===== config.mk =====
export PLATFORM = sky130hd
export DESIGN_NAME = router_top
export DESIGN_NICKNAME = d
export VERILOG_FILES = /design/src/source/router_pkg.sv /design/src/source/router_top.sv /design/src/source/class_demux.sv /design/src/source/fifo.sv /design/src/source/ram_memory.sv
export SDC_FILE = /design/constraint.sdc
export NUM_CORES = 1
export LEC_CHECK = 0
export ABC_AREA = 1
export BUFFER_PORTS_ARGS = -buffer_cell sky130_fd_sc_hd__buf_2
export CAP_MARGIN = 20
export CELL_PAD_IN_SITES_DETAIL_PLACEMENT = 2
export CELL_PAD_IN_SITES_GLOBAL_PLACEMENT = 2
export CORE_UTILIZATION = 34
export DETAILED_ROUTE_END_ITERATION = 10
export PLACE_DENSITY = 0.85
export SLEW_MARGIN = 20
export SYNTH_ARGS = -nofsm -noshare
export SYNTH_HDL_FRONTEND = slang
export SYNTH_HIERARCHICAL = 1
export SYNTH_SLANG_ARGS = --single-unit

===== constraint.sdc =====
create_clock -name clk -period 2.55 [get_ports clk]
set_input_delay 0.51 -clock clk [delete_from_list [all_inputs] [get_ports clk]]
set_output_delay 0.51 -clock clk [all_outputs]
set_load 0.05 [all_outputs]

===== src/source/router_pkg.sv =====
package router_pkg;

    // data field width of every packet
    localparam int data_w = 5;

    // queue depths
    localparam int main_depth = 8;  // input side
    localparam int out_depth  = 4;  // each output side queue

    // counts must hold 0 up to the full depth
    typedef logic [$clog2(main_depth + 1)-1:0] main_cnt_t;  // 4 bits
    typedef logic [$clog2(out_depth + 1)-1:0]  out_cnt_t;   // 3 bits

    // payload seen by the output FIFOs
    typedef logic [data_w-1:0] data_t;

    // payload seen by the main FIFO, dest picks the output queue
    typedef struct packed {
        logic  dest;
        data_t data;
    } packet_t;

endpackage

===== src/source/router_top.sv =====
`timescale 1ns/1ns

module router_top import router_pkg::*; (
    input  logic      clk,
    input  logic      reset_L,
    input  logic      push_in,
    input  packet_t   packet_in,
    input  logic      pop0,
    input  logic      pop1,
    input  main_cnt_t main_almost_full_thr,
    input  main_cnt_t main_almost_empty_thr,
    input  out_cnt_t  out_almost_full_thr,   // keep at most out_depth - 1
    input  out_cnt_t  out_almost_empty_thr,
    output main_cnt_t main_count,
    output logic      main_full,
    output logic      main_empty,
    output logic      main_almost_full,
    output logic      main_almost_empty,
    output logic      main_error,
    output data_t     data_out0,
    output data_t     data_out1,
    output logic      out0_empty,
    output logic      out1_empty,
    output logic      out0_almost_empty,
    output logic      out1_almost_empty,
    output logic      out0_error,
    output logic      out1_error
);

    packet_t main_head;
    logic    main_pop;
    logic    push0;
    logic    push1;
    data_t   data0;
    data_t   data1;
    logic    out0_almost_full;
    logic    out1_almost_full;

    // input side
    fifo #(
        .payload_t (packet_t),
        .depth     (main_depth),
        .cnt_t     (main_cnt_t)
    ) u_main (
        .clk              (clk),
        .reset_L          (reset_L),
        .write            (push_in),
        .read             (main_pop),
        .buff_in          (packet_in),
        .umb_almost_full  (main_almost_full_thr),
        .umb_almost_empty (main_almost_empty_thr),
        .buff_out         (main_head),
        .data_count       (main_count),
        .fifo_full        (main_full),
        .fifo_empty       (main_empty),
        .almost_full      (main_almost_full),
        .almost_empty     (main_almost_empty),
        .error_cond       (main_error)
    );

    class_demux u_demux (
        .clk              (clk),
        .reset_L          (reset_L),
        .main_empty       (main_empty),
        .head             (main_head),
        .out0_almost_full (out0_almost_full),
        .out1_almost_full (out1_almost_full),
        .main_pop         (main_pop),
        .push0            (push0),
        .push1            (push1),
        .data0            (data0),
        .data1            (data1)
    );

    // output side, count and full stay internal
    fifo #(
        .payload_t (data_t),
        .depth     (out_depth),
        .cnt_t     (out_cnt_t)
    ) u_out0 (
        .clk              (clk),
        .reset_L          (reset_L),
        .write            (push0),
        .read             (pop0),
        .buff_in          (data0),
        .umb_almost_full  (out_almost_full_thr),
        .umb_almost_empty (out_almost_empty_thr),
        .buff_out         (data_out0),
        .data_count       (),
        .fifo_full        (),
        .fifo_empty       (out0_empty),
        .almost_full      (out0_almost_full),
        .almost_empty     (out0_almost_empty),
        .error_cond       (out0_error)
    );

    fifo #(
        .payload_t (data_t),
        .depth     (out_depth),
        .cnt_t     (out_cnt_t)
    ) u_out1 (
        .clk              (clk),
        .reset_L          (reset_L),
        .write            (push1),
        .read             (pop1),
        .buff_in          (data1),
        .umb_almost_full  (out_almost_full_thr),
        .umb_almost_empty (out_almost_empty_thr),
        .buff_out         (data_out1),
        .data_count       (),
        .fifo_full        (),
        .fifo_empty       (out1_empty),
        .almost_full      (out1_almost_full),
        .almost_empty     (out1_almost_empty),
        .error_cond       (out1_error)
    );

endmodule


===== src/source/class_demux.sv =====
`timescale 1ns/1ns

module class_demux import router_pkg::*; (
    input  logic    clk,
    input  logic    reset_L,
    input  logic    main_empty,
    input  packet_t head,              // main FIFO output register
    input  logic    out0_almost_full,
    input  logic    out1_almost_full,
    output logic    main_pop,
    output logic    push0,
    output logic    push1,
    output data_t   data0,
    output data_t   data1
);

    logic stall;      // back-pressure from either output queue
    logic in_flight;  // head holds a word popped last cycle

    // any almost full output stops the whole input side
    assign stall = out0_almost_full || out1_almost_full;

    assign main_pop = !main_empty && !stall;

    always_ff @(posedge clk) begin
        if (!reset_L) begin
            in_flight <= 1'b0;
        end else begin
            in_flight <= main_pop;
        end
    end

    // head is valid the cycle after the pop, steer it by dest
    always_comb begin
        push0 = 1'b0;
        push1 = 1'b0;
        if (in_flight) begin
            if (head.dest) begin
                push1 = 1'b1;
            end else begin
                push0 = 1'b1;
            end
        end
    end

    // both queues see the same word, only one gets the strobe
    assign data0 = head.data;
    assign data1 = head.data;

    a_one_target: assert property (
        @(posedge clk) disable iff (!reset_L)
        !(push0 && push1)
    ) else $error("demux pushed both output queues");

endmodule


===== src/source/fifo.sv =====
`timescale 1ns/1ns

module fifo import router_pkg::*; #(
    parameter type payload_t = packet_t,
    parameter int  depth     = main_depth,
    parameter type cnt_t     = main_cnt_t
) (
    input  logic     clk,
    input  logic     reset_L,
    input  logic     write,
    input  logic     read,
    input  payload_t buff_in,
    input  cnt_t     umb_almost_full,   // almost full when count >= this
    input  cnt_t     umb_almost_empty,  // almost empty when 0 < count <= this
    output payload_t buff_out,
    output cnt_t     data_count,
    output logic     fifo_full,
    output logic     fifo_empty,
    output logic     almost_full,
    output logic     almost_empty,
    output logic     error_cond
);

    localparam int ptr_w = (depth > 1) ? $clog2(depth) : 1;

    typedef logic [ptr_w-1:0] ptr_t;

    localparam ptr_t last_ptr = ptr_t'(depth - 1);
    localparam cnt_t full_cnt = cnt_t'(depth);

    ptr_t wr_ptr;
    ptr_t rd_ptr;
    logic wr_ok;  // push that the queue takes
    logic rd_ok;  // pop that the queue takes

    // pointers wrap at depth, which need not be a power of two
    function automatic ptr_t bump(input ptr_t p);
        ptr_t nxt;
        nxt = (p == last_ptr) ? '0 : ptr_t'(p + 1'b1);
        return nxt;
    endfunction

    assign wr_ok = write && !fifo_full;
    assign rd_ok = read && !fifo_empty;

    // flags straight from the count register
    always_comb begin
        fifo_full    = (data_count == full_cnt);
        fifo_empty   = (data_count == '0);
        almost_full  = (data_count >= umb_almost_full);
        almost_empty = (data_count != '0) && (data_count <= umb_almost_empty);
        // push on full or pop on empty, dropped this cycle
        error_cond   = (write && fifo_full) || (read && fifo_empty);
    end

    always_ff @(posedge clk) begin
        if (!reset_L) begin
            wr_ptr     <= '0;
            rd_ptr     <= '0;
            data_count <= '0;
        end else begin
            if (wr_ok) begin
                wr_ptr <= bump(wr_ptr);
            end
            if (rd_ok) begin
                rd_ptr <= bump(rd_ptr);
            end
            case ({wr_ok, rd_ok})
                2'b10:   data_count <= data_count + 1'b1;
                2'b01:   data_count <= data_count - 1'b1;
                default: data_count <= data_count;  // idle or push with pop
            endcase
        end
    end

    // head word lands in the memory read register at the pop edge
    ram_memory #(
        .payload_t (payload_t),
        .depth     (depth)
    ) u_mem (
        .clk      (clk),
        .reset_L  (reset_L),
        .write    (wr_ok),
        .read     (rd_ok),
        .wr_ptr   (wr_ptr),
        .rd_ptr   (rd_ptr),
        .data_in  (buff_in),
        .data_out (buff_out)
    );

    a_count_bound: assert property (
        @(posedge clk) disable iff (!reset_L)
        data_count <= full_cnt
    ) else $error("fifo count %0d above depth %0d", data_count, depth);

    // one push or one pop per cycle at most
    a_count_step: assert property (
        @(posedge clk) disable iff (!reset_L)
        $past(reset_L) |->
            (data_count == $past(data_count)) ||
            (data_count == cnt_t'($past(data_count) + 1'b1)) ||
            (data_count == cnt_t'($past(data_count) - 1'b1))
    ) else $error("fifo count jumped from %0d to %0d", $past(data_count), data_count);

endmodule


===== src/source/ram_memory.sv =====
`timescale 1ns/1ns

module ram_memory #(
    parameter type payload_t = logic,
    parameter int  depth     = 4
) (
    input  logic                                      clk,
    input  logic                                      reset_L,
    input  logic                                      write,
    input  logic                                      read,
    input  logic [((depth > 1) ? $clog2(depth) : 1)-1:0] wr_ptr,
    input  logic [((depth > 1) ? $clog2(depth) : 1)-1:0] rd_ptr,
    input  payload_t                                  data_in,
    output payload_t                                  data_out
);

    payload_t mem [depth];

    // write port
    always_ff @(posedge clk) begin
        if (write) begin
            mem[wr_ptr] <= data_in;
        end
    end

    // registered read port, holds its word between reads
    always_ff @(posedge clk) begin
        if (!reset_L) begin
            data_out <= '0;
        end else if (read) begin
            data_out <= mem[rd_ptr];
        end
    end

endmodule


==> results of run 1 <==
[logic make-up (layout without fill, tap and decap cells)]
family / count (synthesis) / count (layout) / share of synthesized area
simple gates: 295 / 295 / 0.2027
buf+inv: 151 / 225 / 0.1035
flops: 129 / 129 / 0.5490
xor+xnor: 2 / 2 / 0.002777
compound gates: 74 / 74 / 0.07021
fa+ha+maj: 35 / 35 / 0.07180
[worst reg2reg max path: cells and delay by family, from the launching register on]
family / cells / cell delay, ps
adder cells (fa/ha/maj): 3 / 680
AND/OR/NAND/NOR: 6 / 440
AO/OA/AOI/OAI: 3 / 370
flip-flops: 1 / 360
buffers and inverters: 5 / 320
XOR/XNOR: 1 / 80
[worst max-delay path by stage]
| stage | to | cells past startpoint |
|---|---|---|
| 3_3_place_gp | u_main/data_count[2]$_SDFFE_PN0P_ | 19 |
| 5_1_grt | u_main/data_count[3]$_SDFFE_PN0P_ | 17 |
| 3_5_place_dp | u_main/data_count[2]$_SDFFE_PN0P_ | 19 |
| 2_1_floorplan | u_main/data_count[2]$_SDFFE_PN0P_ | 18 |
| 6_report | main_error | 11 |
| 4_1_cts | main_error | 11 |
[state kept, by name, summed over array words and instances (netlist names), 3 cells and up]
register / flops
u_main/wr_ptr: 3
u_out1/u_mem/mem: 20
u_main/u_mem/data_out: 6
u_out0/data_count: 3
u_out0/u_mem/mem: 20
u_main/u_mem/mem: 48
u_out1/u_mem/data_out: 5
u_main/rd_ptr: 3
u_out1/data_count: 3
u_main/data_count: 4
u_out0/u_mem/data_out: 5
[synth_stat cells, drive strengths merged]
library cell,n
xnor2,2
o211ai,3
fa,2
o211a,1
o21ai,33
nand3b,2
buf,22
edfxtp,88
inv,129
a21oi,37
ha,33
nand2,161
nand4,4
dfxtp,41
nor3,8
nand3,71
nor2,49
[power groups by stage]
stage                     Sequential (uW)  Clock, uW  Combinational (uW)
after floorplan                      3140          0                2180
after global placement               2970          0                2980
after detailed placement             3020          0                3230
after CTS                            2980       2280                3340
after global routing                 3030       2370                3690
final                                2990       2230                3350
[layer usage]
layer  GRT usage  vias up
li1            -     2337
met1      0.1986     2373
met2      0.3770       60
met3     0.04676       22
met4     0.06091        0
met5           0        -
[layout make-up]
type,instances,area [um2],area share
Clock buffer,25,475.5,0.06407
Clock inverter,7,60.06,0.008093
Inverter,129,491.7,0.06626
Multi-Input combinational cell,406,2267,0.3055
Sequential cell,129,3476,0.4684
Tap cell,229,286.5,0.03861
Timing Repair Buffer,64,364.1,0.04906
[metrics by stage]
stage / power, uW / setup slack, ps / std cells
after floorplan: 5319 / 48.90 / 686
after global placement: 5954 / -108.9 / 955
after detailed placement: 6248 / -327.3 / 955
after CTS: 8604 / 2.583 / 989
after global routing: 9090 / -27.93 / 989
final: 8559 / 127.7 / 989
[what timing repair did]
item / 4_1_cts / 5_1_grt
endpoints found under the setup margin: 2 / 3
pin swaps: 2 / 3
resized for setup: 13 / 11
setup buffers: 2 / 0
cloned: 0 / 0
hold buffers: 0 / 0
==> out/results.tsv, run 1 <==
metric	value	unit
crit_buf_inv	4	
critPathSlowestCell	dfxtp_4	
cp.required	2040	ps
sw_frac_of_total	0.4147	
synth_seq_area_share	0.5490	
coreArea	18090	um2
syn_avg_cell_area	9.196	um2
wl_met1	6861	um
worstPathMaxFanout	3	
tns	0	ps
insertion_delay	420	ps
final_layout_size_suffix_gt1_frac	0.2026	
post-route-period-util	0.9499	
core.rowCount	49	
viasPerCell	4.845	
cap_violations	0	
clkPwrFrac	0.260	
slowest_delay	360	ps
globalplace.congestion	0.7805	
grt_util_all_layers	0.1921	
fp.dieW	138.2	um
ys_ff_latch	129	
fin_hold_ws	376.1	ps
cts.sinks	129	
mostFrequentLayoutCell	nand2_1	
hold_end	u_main/u_mem/mem[7][1]$_DFFE_PP_	
antenna_found_initial	0	
hold_path_depth	1	
powerDensity	1153	nW/um2
path_delay_family	buffers and inverters	
dpl.hpwl	12290	um
status	finished with violations	
r2r_end	u_main/data_count[2]$_SDFFE_PN0P_	
initial_core_util	0.3488	
violations	DRC	
top_layer_used	met4	
grt_pass1_wl	28410	um
setup_viol	0	
drc	7	
p_switching	3549	uW
nets	807	
crit_path_end_kind	output port	
drt-pass1-iter-count	7	
irDropWorstVdd	582.5	uV
filler_cell_count	1943	
min_path_type	primary input to flop	
n_antenna_cell	0	
io_pins	50	
grt_max_degree	28	
cts_buffers	17	
cp_cell_sequence	inv_4 > ha_1 > nand3_1 > o211ai_1 > nor2_1 > nand2_1 > inv_2 > buf_4 > nand2_2 > o21ai_2 > buf_6	
die_h	138.2	um
synth.cell_area	6309	um2
wl	17350	um
fin_crit	2422	ps
h-tree-depth	4	
post-route-cell-area	7421	um2
wl_met2	9780	um
max_freq	0.4128	GHz
layout_common_cells	151 x nand2_1, 116 x inv_1, 88 x edfxtp_1	
wire_per_inst	17.54	um
overflow	0	
drtIter0Drc	173	
tightest_slew	843.2	ps
netlist.area_leader.share	0.4189	
ff2ff_setup_slack	200	ps
skew	8.523	ps
met3_length	443	um
reg2reg_depth	18	
areaGrowthSynthToFinish	17.63	%
syn_inst	686	
antenna_left	0	
fin_util	0.4103	
critical_path_class	flop to output port	
clk_path_buf_depth	2	
internal-power	5010	uW
ctsRootBufferMaster	clkbuf_16	
place_area	6777	um2
r2r-start	u_out0/data_count[0]$_SDFFE_PN0P_	
yosys_warnings	6	
dieArea	19100	um2
synth_top_area_cell	edfxtp_1	
synth_area_leaders	edfxtp_1 42%, dfxtp_1 13%, nand2_1 9.0%, inv_1 7.1%, ha_1 6.5%	
grt_pass1_vias	5520	
leakage	0.003352	uW
min_from	packet_in[1]	
cts.clk_slew.worst_paths	60	ps
synth_cell_types	26	
syn_nets	746	
p_seq_frac	0.349	
start_kind	flop	
cp_data_arrival_time	1910	ps
slew_violations	0	
vias	4792	
cts_tree	yes	
max_slew_margin	0.4336	
hold_viol	0	
p_comb_frac	0.391	
portBuffers	49	
rsz0062_at_grt	true	
cp-startpoint	u_out0/data_count[0]$_SDFFE_PN0P_	
Note: power is estimated with default switching activity, not from simulation.
==> run 2, diff against run 1 <==
- CELL_PAD_IN_SITES_DETAIL_PLACEMENT: 2 -> not set
- CELL_PAD_IN_SITES_GLOBAL_PLACEMENT: 2 -> not set
- CORE_UTILIZATION: 34 -> 54
==> run 2 against run 1 <==
Against the previous run: the flow now finishes without violations; clock power grew 10%; cell count decreased by 8.8%; critical path depth down 5; critical endpoint is now out0_almost_empty; largest cell class unchanged; highest routed layer unchanged; fmax decreased by 0.72%; count of clock-buffer cells in the layout decreased by 5.
==> out/results.tsv, run 2 (synthesized netlist as in run 1, its figures left out) <==
metric	value	unit
cts.sinks	129	
fin_util	0.6439	
h-tree-depth	4	
critPathMostFrequentCell	a21oi_1	
nets	806	
areaGrowthSynthToFinish	16.54	%
insertion_delay	410	ps
hold_end	u_main/u_mem/mem[3][2]$_DFFE_PP_	
place_area	6669	um2
ctsRootBufferMaster	clkbuf_16	
tightest_slew	791.9	ps
leakage	0.003375	uW
skew	5.768	ps
drc	0	
layout_common_cells	152 x nand2_1, 116 x inv_1, 88 x edfxtp_1	
globalplace.congestion	0.8165	
viasPerCell	5.092	
power	8524	uW
cts.clk_slew.worst_paths	50	ps
fin_crit	2440	ps
fin_cells	902	
final_layout_size_suffix_gt1_frac	0.1976	
min_from	packet_in[2]	
powerDensity	1159	nW/um2
cts_tree	yes	
wire_per_inst	13.30	um
drt-pass1-iter-count	5	
ff2ff_setup_slack	220	ps
cp_cell_sequence	buf_4 > ha_1 > a21oi_1 > o21ai_0 > a21oi_1 > buf_2	
clk_path_buf_depth	2	
core.rowCount	39	
initial_core_util	0.5525	
n_antenna_cell	0	
reg2reg_depth	17	
post-route-period-util	0.9568	
r2r_end	u_main/data_count[2]$_SDFFE_PN0P_	
cap_violations	0	
grt_pass1_vias	4484	
grt_pass1_wl	20180	um
top_register	u_main/u_mem/mem	
hold_path_depth	1	
dieArea	12120	um2
start_kind	flop	
vias	4593	
max_freq	0.4099	GHz
fin_hold_ws	377.2	ps
reg.largest.list	u_main/u_mem/mem: 48 flops, u_out0/u_mem/mem: 20 flops, u_out1/u_mem/mem: 20 flops	
irDropWorstVdd	918.1	uV
cp_data_arrival_time	1930	ps
antenna_left	0	
cts_hold_buf	0	
die_h	110.1	um
hold_viol	0	
largest_reg_flops	48	
coreArea	11420	um2
slew_violations	0	
r2r-start	u_out0/data_count[1]$_SDFFE_PN0P_	
dp_cells	869	
dpl.hpwl	8004	um
wl	12000	um
drtIter0Drc	253	
grt_max_degree	33	
fp.dieW	110.1	um
portBuffers	49	
min_path_type	primary input to flop	
max_slew_margin	0.4680	
critPathSlowestCell	dfxtp_1	
setup_viol	0	
grt_util_all_layers	0.2230	
cts_buffers	17	
slowest_delay	330	ps
post-route-cell-area	7352	um2
mostFrequentLayoutCell	nand2_1	
worstPathMaxFanout	4	
overflow	0	
antenna_found_initial	0	
cp.required	2040	ps
critical_path_class	flop to output port	
crit_path_end_kind	output port	
io_pins	50	
status	finished, final reports clean	
## run 2: worst max-delay path: cells and delay by family, from the launching register on
kind	cells	cell delay, ps
AO/OA/AOI/OAI	3	440
flip-flops	1	330
buffers and inverters	2	440
adder cells (fa/ha/maj)	1	310
## run 2: routing by layer
metal,track usage,wire [um],vias to the layer above
met1,0.2470,5078,2118
met2,0.3987,6232,106
li1,-,-,2351
met5,0,0,-
met3,0.05644,466,18
met4,0.1067,220,0
## run 2: worst max path at each step
stage          cells after the start                                 to  slack (ps)                              start
3_5_place_dp                      19  u_main/data_count[2]$_SDFFE_PN0P_        -140             out_almost_full_thr[2]
2_1_floorplan                     18  u_main/data_count[2]$_SDFFE_PN0P_          50             out_almost_full_thr[2]
5_1_grt                           10                         main_error         -20  u_out0/data_count[1]$_SDFFE_PN0P_
3_3_place_gp                      19  u_main/data_count[2]$_SDFFE_PN0P_         -50             out_almost_full_thr[2]
4_1_cts                           11                         main_error           6  u_out0/data_count[0]$_SDFFE_PN0P_
6_report                           6                  out0_almost_empty         110  u_out0/data_count[2]$_SDFFE_PN0P_
## run 2: report_power, final
group	total [uW]	switching, uW	internal [uW]
combinational	3130	2140	985
sequential	2940	326	2610
clock	2460	837	1620
## run 2: area by class of cell
class                      count  area, um2
clock buffer                  20      436.7
tap                          143      178.9
fill                         848       4066
multi-input combinational    406       2255
clock inverter                12      165.2
inverter                     129      486.7
sequential                   129       3473
timing repair buffer          63      356.6
## run 2: stage by stage
step / setup WS [ps] / TNS (ps)
2_1_floorplan: 48.90 / 0
3_3_place_gp: -53.20 / -53.20
3_5_place_dp: -143.2 / -246.4
4_1_cts: 6.252 / 0
5_1_grt: -23.26 / -23.26
6_report: 110.3 / 0
## run 2: what timing repair did
action                     CTS  global route
pin swaps                    0             3
buffers inserted             1             0
gates resized for setup      6            11
hold endpoints to repair     0             0
setup endpoints to repair    1             3
